`src/rtl/concat_pkg.sv`:
```
package concat_pkg;

  //////////////////////////////////////////////////////////////////////
  // Word format
  //////////////////////////////////////////////////////////////////////

  // Width of one feature word
  localparam int DATA_WIDTH = 32;

  //////////////////////////////////////////////////////////////////////
  // Map geometry
  //////////////////////////////////////////////////////////////////////

  // Words in one map per frame
  // Kept small so a frame simulates quickly
  localparam int MAP_PIXELS = 16;

  // Pointer and counter width
  // One extra bit so the full count fits
  localparam int PTR_WIDTH = $clog2(MAP_PIXELS) + 1;

  // Each map FIFO holds one whole map
  localparam int FIFO_DEPTH = MAP_PIXELS;

  // Full map count at counter width
  // Compared against the per-map word counters
  localparam logic [PTR_WIDTH-1:0] MAP_COUNT = PTR_WIDTH'(MAP_PIXELS);

endpackage
```
`src/rtl/concat_stream_if.sv`:
```
`timescale 1ns/1ps

// Merged A-then-B word stream between the concat core and the output side
interface concat_stream_if;

  // One word per cycle while high
  logic                              valid;

  // Feature word
  logic [concat_pkg::DATA_WIDTH-1:0] data;

  // Origin of the word
  // 0 for map A, 1 for map B
  logic                              source;

  // Final B word of the frame
  logic                              last;

  // Core side drives the stream
  modport core (
    output valid,
    output data,
    output source,
    output last
  );

  // Output side only samples it
  modport egress (
    input valid,
    input data,
    input source,
    input last
  );

endinterface

```
`src/rtl/concat_top.sv`:
```
`timescale 1ns/1ps

module concat_top (
  input  logic                              clk,
  input  logic                              reset,
  input  logic                              valid_in_a,
  input  logic [concat_pkg::DATA_WIDTH-1:0] in_a,
  input  logic                              valid_in_b,
  input  logic [concat_pkg::DATA_WIDTH-1:0] in_b,
  output logic [concat_pkg::DATA_WIDTH-1:0] out,
  output logic                              valid_out,
  output logic                              out_source,
  output logic                              frame_done,
  output logic                              overrun
);

  // Ingress to core
  logic                              write_a;
  logic [concat_pkg::DATA_WIDTH-1:0] data_a;
  logic                              write_b;
  logic [concat_pkg::DATA_WIDTH-1:0] data_b;

  // Core back to ingress
  logic                              frame_end;

  // Core to egress
  concat_stream_if merged ();

  //////////////////////////////////////////////////////////////////////
  // Input side
  //////////////////////////////////////////////////////////////////////

  map_ingress map_ingress_i (
    .clk        (clk),
    .reset      (reset),
    .valid_in_a (valid_in_a),
    .in_a       (in_a),
    .valid_in_b (valid_in_b),
    .in_b       (in_b),
    .frame_end  (frame_end),
    .write_a    (write_a),
    .data_a     (data_a),
    .write_b    (write_b),
    .data_b     (data_b),
    .overrun    (overrun)
  );

  //////////////////////////////////////////////////////////////////////
  // Buffering and A-then-B sequencing
  //////////////////////////////////////////////////////////////////////

  concat_2in concat_2in_i (
    .clk       (clk),
    .reset     (reset),
    .write_a   (write_a),
    .data_a    (data_a),
    .write_b   (write_b),
    .data_b    (data_b),
    .merged    (merged.core),
    .frame_end (frame_end)
  );

  //////////////////////////////////////////////////////////////////////
  // Output side
  //////////////////////////////////////////////////////////////////////

  concat_egress concat_egress_i (
    .clk        (clk),
    .reset      (reset),
    .merged     (merged.egress),
    .out        (out),
    .valid_out  (valid_out),
    .out_source (out_source),
    .frame_done (frame_done)
  );

endmodule

```
`src/rtl/concat_egress.sv`:
```
`timescale 1ns/1ps

module concat_egress (
  input  logic                              clk,
  input  logic                              reset,
  concat_stream_if.egress                   merged,
  output logic [concat_pkg::DATA_WIDTH-1:0] out,
  output logic                              valid_out,
  output logic                              out_source,
  output logic                              frame_done
);

  //////////////////////////////////////////////////////////////////////
  // Control outputs
  //////////////////////////////////////////////////////////////////////

  always_ff @(posedge clk) begin
    if (reset) begin
      valid_out  <= 1'b0;
      frame_done <= 1'b0;
    end else begin
      valid_out  <= merged.valid;
      // Lines up with the final valid word of the frame
      frame_done <= merged.valid && merged.last;
    end
  end

  //////////////////////////////////////////////////////////////////////
  // Word and tag
  //////////////////////////////////////////////////////////////////////

  // Held at the last word while nothing is valid
  always_ff @(posedge clk) begin
    if (merged.valid) begin
      out        <= merged.data;
      out_source <= merged.source;
    end
  end

endmodule

```
`src/rtl/concat_2in.sv`:
```
`timescale 1ns/1ps

module concat_2in (
  input  logic                              clk,
  input  logic                              reset,
  input  logic                              write_a,
  input  logic [concat_pkg::DATA_WIDTH-1:0] data_a,
  input  logic                              write_b,
  input  logic [concat_pkg::DATA_WIDTH-1:0] data_b,
  concat_stream_if.core                     merged,
  output logic                              frame_end
);

  logic                              read_phase;
  logic                              read_a;
  logic                              read_b;
  logic [concat_pkg::DATA_WIDTH-1:0] fifo_a_data;
  logic [concat_pkg::DATA_WIDTH-1:0] fifo_b_data;
  logic                              fifo_a_valid;
  logic                              fifo_b_valid;
  logic                              fifo_a_empty;
  logic                              fifo_a_full;
  logic [concat_pkg::PTR_WIDTH-1:0]  b_count;
  logic [concat_pkg::PTR_WIDTH-1:0]  b_count_next;
  logic                              b_final;

  //////////////////////////////////////////////////////////////////////
  // Map buffers
  //////////////////////////////////////////////////////////////////////

  feature_fifo #(
    .WIDTH (concat_pkg::DATA_WIDTH),
    .DEPTH (concat_pkg::FIFO_DEPTH)
  ) fifo_a (
    .clk       (clk),
    .reset     (reset),
    .write     (write_a),
    .read      (read_a),
    .data_in   (data_a),
    .data_out  (fifo_a_data),
    .valid_out (fifo_a_valid),
    .empty     (fifo_a_empty),
    .full      (fifo_a_full)
  );

  // B status flags not needed, the ingress caps B at one map
  feature_fifo #(
    .WIDTH (concat_pkg::DATA_WIDTH),
    .DEPTH (concat_pkg::FIFO_DEPTH)
  ) fifo_b (
    .clk       (clk),
    .reset     (reset),
    .write     (write_b),
    .read      (read_b),
    .data_in   (data_b),
    .data_out  (fifo_b_data),
    .valid_out (fifo_b_valid),
    .empty     (),
    .full      ()
  );

  // A drains every cycle of the read phase
  assign read_a = read_phase;
  // B only once A is drained, never before A has filled
  assign read_b = read_phase && fifo_a_empty;

  // Final B word of the frame leaving the FIFO
  assign b_count_next = b_count + 1'b1;
  assign b_final      = fifo_b_valid && !fifo_a_valid &&
                        (b_count_next == concat_pkg::MAP_COUNT);

  //////////////////////////////////////////////////////////////////////
  // Read phase
  //////////////////////////////////////////////////////////////////////

  // Set the cycle after A shows full, cleared when the frame closes
  always_ff @(posedge clk) begin
    if (reset) begin
      read_phase <= 1'b0;
    end else if (b_final) begin
      read_phase <= 1'b0;
    end else if (fifo_a_full) begin
      read_phase <= 1'b1;
    end
  end

  //////////////////////////////////////////////////////////////////////
  // Output register and B counter
  //////////////////////////////////////////////////////////////////////

  always_ff @(posedge clk) begin
    if (reset) begin
      merged.valid <= 1'b0;
      merged.last  <= 1'b0;
      b_count      <= '0;
    end else begin
      merged.last <= b_final;
      // A wins over B
      if (fifo_a_valid) begin
        merged.valid <= 1'b1;
      end else if (fifo_b_valid) begin
        merged.valid <= 1'b1;
        // Restart for the next frame
        b_count      <= b_final ? '0 : b_count_next;
      end else begin
        merged.valid <= 1'b0;
      end
    end
  end

  // Payload and source tag
  always_ff @(posedge clk) begin
    if (fifo_a_valid) begin
      merged.data   <= fifo_a_data;
      merged.source <= 1'b0;
    end else if (fifo_b_valid) begin
      merged.data   <= fifo_b_data;
      merged.source <= 1'b1;
    end
  end

  // Pulse back to ingress to clear the map counts
  assign frame_end = merged.last;

endmodule

```
`src/rtl/feature_fifo.sv`:
```
`timescale 1ns/1ps

module feature_fifo #(
  parameter int WIDTH = 32,
  parameter int DEPTH = 16
) (
  input  logic             clk,
  input  logic             reset,
  input  logic             write,
  input  logic             read,
  input  logic [WIDTH-1:0] data_in,
  output logic [WIDTH-1:0] data_out,
  output logic             valid_out,
  output logic             empty,
  output logic             full
);

  // At least one address bit, even for a single entry
  localparam int ADDR_WIDTH  = (DEPTH > 1) ? $clog2(DEPTH) : 1;
  localparam int COUNT_WIDTH = $clog2(DEPTH + 1);

  logic [WIDTH-1:0]       mem [DEPTH];
  logic [ADDR_WIDTH-1:0]  wr_ptr;
  logic [ADDR_WIDTH-1:0]  rd_ptr;
  logic [COUNT_WIDTH-1:0] count;
  logic                   do_write;
  logic                   do_read;

  //////////////////////////////////////////////////////////////////////
  // Status
  //////////////////////////////////////////////////////////////////////

  // Straight from the occupancy count
  assign empty = (count == '0);
  assign full  = (count == COUNT_WIDTH'(DEPTH));

  // Write while full is ignored
  assign do_write = write && !full;
  // Read of an empty buffer does nothing
  assign do_read  = read && !empty;

  //////////////////////////////////////////////////////////////////////
  // Pointers and count
  //////////////////////////////////////////////////////////////////////

  always_ff @(posedge clk) begin
    if (reset) begin
      wr_ptr    <= '0;
      rd_ptr    <= '0;
      count     <= '0;
      valid_out <= 1'b0;
    end else begin
      // Wrap at DEPTH, not at a power of two
      if (do_write) begin
        if (wr_ptr == ADDR_WIDTH'(DEPTH - 1)) begin
          wr_ptr <= '0;
        end else begin
          wr_ptr <= wr_ptr + 1'b1;
        end
      end
      if (do_read) begin
        if (rd_ptr == ADDR_WIDTH'(DEPTH - 1)) begin
          rd_ptr <= '0;
        end else begin
          rd_ptr <= rd_ptr + 1'b1;
        end
      end
      case ({do_write, do_read})
        2'b10:   count <= count + 1'b1;
        2'b01:   count <= count - 1'b1;
        default: count <= count;
      endcase
      // One pulse per word handed out
      valid_out <= do_read;
    end
  end

  //////////////////////////////////////////////////////////////////////
  // Storage
  //////////////////////////////////////////////////////////////////////

  always_ff @(posedge clk) begin
    if (do_write) begin
      mem[wr_ptr] <= data_in;
    end
  end

  // Registered read data, held between reads
  always_ff @(posedge clk) begin
    if (do_read) begin
      data_out <= mem[rd_ptr];
    end
  end

endmodule

```
`src/rtl/map_ingress.sv`:
```
`timescale 1ns/1ps

module map_ingress (
  input  logic                              clk,
  input  logic                              reset,
  input  logic                              valid_in_a,
  input  logic [concat_pkg::DATA_WIDTH-1:0] in_a,
  input  logic                              valid_in_b,
  input  logic [concat_pkg::DATA_WIDTH-1:0] in_b,
  input  logic                              frame_end,
  output logic                              write_a,
  output logic [concat_pkg::DATA_WIDTH-1:0] data_a,
  output logic                              write_b,
  output logic [concat_pkg::DATA_WIDTH-1:0] data_b,
  output logic                              overrun
);

  // Index 0 is map A, index 1 is map B
  logic [1:0]                        valid_in;
  logic [concat_pkg::DATA_WIDTH-1:0] word_in [2];
  logic [concat_pkg::PTR_WIDTH-1:0]  count [2];
  logic [concat_pkg::PTR_WIDTH-1:0]  count_now [2];
  logic [1:0]                        accept;
  logic [1:0]                        drop;
  logic [1:0]                        write_q;
  logic [concat_pkg::DATA_WIDTH-1:0] data_q [2];

  assign valid_in   = {valid_in_b, valid_in_a};
  assign word_in[0] = in_a;
  assign word_in[1] = in_b;

  //////////////////////////////////////////////////////////////////////
  // Per-map admission
  //////////////////////////////////////////////////////////////////////

  always_comb begin
    for (int m = 0; m < 2; m++) begin
      // Frame end restarts the count in this very cycle
      // so a word of the next frame is not lost
      count_now[m] = frame_end ? '0 : count[m];
      accept[m]    = valid_in[m] && (count_now[m] != concat_pkg::MAP_COUNT);
      // Map already complete for this frame
      drop[m]      = valid_in[m] && (count_now[m] == concat_pkg::MAP_COUNT);
    end
  end

  always_ff @(posedge clk) begin
    if (reset) begin
      count[0] <= '0;
      count[1] <= '0;
      write_q  <= '0;
      overrun  <= 1'b0;
    end else begin
      for (int m = 0; m < 2; m++) begin
        if (accept[m]) begin
          count[m] <= count_now[m] + 1'b1;
        end else begin
          count[m] <= count_now[m];
        end
      end
      write_q <= accept;
      // Sticky until reset
      if (|drop) begin
        overrun <= 1'b1;
      end
    end
  end

  // Word capture, one cycle behind the input strobe
  always_ff @(posedge clk) begin
    for (int m = 0; m < 2; m++) begin
      if (accept[m]) begin
        data_q[m] <= word_in[m];
      end
    end
  end

  assign write_a = write_q[0];
  assign data_a  = data_q[0];
  assign write_b = write_q[1];
  assign data_b  = data_q[1];

endmodule

```
`config.mk`:
```
export PLATFORM = sky130hd
export DESIGN_NAME = concat_top
export DESIGN_NICKNAME = d
export VERILOG_FILES = /design/src/rtl/concat_pkg.sv /design/src/rtl/concat_stream_if.sv /design/src/rtl/concat_top.sv /design/src/rtl/concat_egress.sv /design/src/rtl/concat_2in.sv /design/src/rtl/feature_fifo.sv /design/src/rtl/map_ingress.sv
export SDC_FILE = /design/constraint.sdc
export NUM_CORES = 1
export LEC_CHECK = 0
export BUFFER_PORTS_ARGS = -buffer_cell sky130_fd_sc_hd__buf_2
export CAP_MARGIN = 30
export CORE_MARGIN = 4
export CORE_UTILIZATION = 30
export CTS_CLUSTER_SIZE = 16
export DETAILED_ROUTE_END_ITERATION = 8
export PLACE_DENSITY_LB_ADDON = 0.08
export REMOVE_ABC_BUFFERS = 1
export SLEW_MARGIN = 40
export SYNTH_ARGS = -nofsm -noshare
export SYNTH_HDL_FRONTEND = slang
export SYNTH_SLANG_ARGS = --single-unit
```
`constraint.sdc`:
```
create_clock -name clk -period 5.7 [get_ports clk]
set_clock_uncertainty 0.2 [all_clocks]
set_input_delay 1.14 -clock clk [delete_from_list [all_inputs] [get_ports clk]]
set_output_delay 1.14 -clock clk [all_outputs]
set_load 0.005 [all_outputs]
```
==> results.cfg <==
[cts]
ctsHoldBuffers = 0
cts_tree = built
ctsResizeCount = 0
cts_root_buffer = clkbuf_16
cts_made_buffers = 147
clk_pin_slew_worst_paths_ps = 60
clock_path_buffers = 3
h-tree-depth = 4
insertion_delay_ps = 770
cts_setup_buffers = 0
cts.sinks = 1269

[global_route]
overflow = 0
track_usage_pct = 15.2
grt_pass1_vias = 23600
grt_start_max_net_pins = 75
antenna_found_initial = 3
grt_pass1_wl_um = 176000

[final_layout]
regArea_sq_um = 37700
syn_to_final_growth_pct = 18.1
fill_cells = 14500
layout.nets = 2463
final_cell_mix = edfxtp_1, mux4_2, clkbuf_16
final_common_cell = edfxtp_1
multi_input_area_sq_um = 9380
design_area_sq_um = 55800
drive_above_1_share_pct = 29.2

[timing]
fmax_ghz = 0.311
fin_crit_sh_pct = 56.4
rsz0062_at_grt = no
finalHoldViolCount = 0
slew_headroom_pct = 45.6
setup_viol = 0
slew_violations = 0
finalCriticalPeriod_ps = 3220
worst_pin_slew_ps = 814
setup_slack_ps = 2480

[worst_setup_path]
cp-end-kind = register
cp.arrival_ps = 3670
critPathMaxFanout = 8
start_kind = register
timing_worst_setup_path_type = register to register
crit_required_ps = 6150

[power]
internal_power_mw = 15.6
p_sw_share_pct = 20.6
vdd_drop_max_mv = 0.311
p_per_area_nw_per_um2 = 353
seq_power_share_pct = 53.1
p_switching_mw = 4.05
comb_power_share_pct = 1.1
p_leak_nw = 17.4
power.share.clock_pct = 45.8

[place]
hpwl_um = 70100
detailed_place.area_sq_um = 51200
routabilityCongestion = 0.708
portBuffers = 103
dp_slack_ps = 2450

[synth]
synth_cell_type_count = 48
syn_inst = 2140
syn-cell-area_sq_um = 47300
synth_warnings = 0
synthArstFlopShare_pct = 0
synth.avg_cell_area_sq_um = 22.1
synth-seq-cells = 1269
yosysSeqAreaShare_pct = 79.7
ys.flop_type = edfxtp_1
synth_edf_count = 1227

[detailed_routing]
initialDrtViolationCount = 1759
drc = 0
drt-total-wl_um = 123000
ant_nets = 0
routed_via_density = 4.84
first_pass_iters = 5
via_count = 22000
wire_per_inst_um = 27.1

[floorplanning]
fp-row-count = 145
die_h_um = 405
coreArea_sq_um = 156000
dieArea_sq_um = 164000
die_w_um = 405
start_util_pct = 30.2
pin_count = 104

[min_path]
hold_class = register to register

[flow_run]
cap_violations = 0

[status]
outcome = complete, no violations
[cells in the mapped netlist, drive strengths merged (4+ instances only)]
cell type	number	area share [%]
nor3	12	0.13
o211ai	4	0.074
nor2	74	0.59
or3	5	0.066
clkbuf	67	0.53
edfxtp	1227	78
nand4	5	0.066
dfxtp	42	1.8
a22oi	128	2.0
and2	5	0.066
mux2i	12	0.25
xnor2	5	0.093
nor2b	16	0.21
a21oi	21	0.22
o21ai	5	0.053
inv	20	0.16
nand2	82	0.65
ha	23	0.61
nand2b	10	0.13
mux4	256	12
xor2	11	0.20
buf	40	0.41
mux2	34	0.81
[power groups by stage]
stage               sequential, mW  combinational (mW)  clock [mW]
floorplan                     10.6               0.111           0
global placement              10.6               0.232           0
detailed placement            10.7               0.236           0
CTS                           10.5               0.237        9.32
global route                  10.5               0.250        9.75
finish                        10.5               0.226        9.02
[layer usage]
layer	GRT usage [%]	up-vias	wire, um
li1	-	9403	-
met4	4.08	0	2390
met5	0	-	0
met3	2.88	170	5520
met2	24.2	488	58900
met1	21.3	12000	56600
[area by class of cell]
cell class / count / area share, %
tap: 2058 / 4.62
inverter: 20 / 0.135
timing repair buffer: 179 / 2.60
sequential: 1269 / 67.6
multi-input combinational: 753 / 16.8
antenna: 1 / 0.00449
clock buffer: 183 / 7.02
clock inverter: 86 / 1.22
[sequential cells by signal, summed over array words and instances, names as in the netlist, 2 cells and up]
signal,cells
concat_2in_i.fifo_b.mem,512
concat_2in_i.fifo_a.rd_ptr,4
map_ingress_i.write_q,2
concat_2in_i.fifo_a.mem,512
concat_2in_i.merged.data,32
concat_2in_i.fifo_a.wr_ptr,4
concat_2in_i.fifo_a.data_out,32
concat_2in_i.fifo_b.count,5
concat_2in_i.fifo_b.wr_ptr,4
concat_2in_i.fifo_b.data_out,32
map_ingress_i.data_q,64
map_ingress_i.count,10
concat_egress_i.out,32
concat_2in_i.fifo_a.count,5
concat_2in_i.fifo_b.rd_ptr,4
concat_2in_i.b_count,5
[worst max-delay path, cell delays in order (launching register included)]
cell	delay, ps
dfxtp_1	370
nor4_4	560
a21boi_2	240
inv_1	100
ha_1	250
inv_1	100
fa_1	400
nand2b_1	170
a21oi_1	160
mux2i_1	230
mux2_2	340
[path summary, 6_finish.rpt]
path	start	to	slack [ps]	depth (start not counted)
max reg2reg	concat_2in_i.fifo_a.count[0]$_SDFFE_PP0P_	concat_2in_i.fifo_a.count[4]$_SDFFE_PP0P_	2480	10
min	concat_2in_i.merged.data[0]$_DFFE_PP_	concat_egress_i.out[0]$_DFFE_PP_	210	0
min reg2reg	concat_2in_i.merged.data[0]$_DFFE_PP_	concat_egress_i.out[0]$_DFFE_PP_	210	0
max	concat_2in_i.fifo_a.count[0]$_SDFFE_PP0P_	concat_2in_i.fifo_a.count[4]$_SDFFE_PP0P_	2480	10
[through the flow]
stage                     setup TNS (ps)  hold WS, ps  total power, mW  utilization, %  instances
after floorplan                   -72450          200             10.7               -       2042
after global placement                 0          203             10.9            32.4       4258
after detailed placement               0          205             10.9            32.7       4279
after CTS                              0          209             20.0            35.7       4548
after global routing                   0          219             20.5            35.7       4548
final                                  0          214             19.7            35.7       4549
[logic make-up (layout without fill, tap and decap cells)]
| group | Yosys count | after routing | share of synthesized area (%) |
|---|---|---|---|
| muxes | 302 | 302 | 13.3 |
| adders and majority gates | 25 | 25 | 0.694 |
| xor gates and xnor gates | 16 | 16 | 0.297 |
| DFF | 1269 | 1269 | 79.7 |
| buffers and inverters | 127 | 468 | 1.10 |
| and+or+nand+nor | 223 | 223 | 2.15 |
| AOI/OAI and AO/OA | 177 | 177 | 2.74 |
| other | 1 | 11 | 0.00794 |
(Power assumes the default switching activity.)
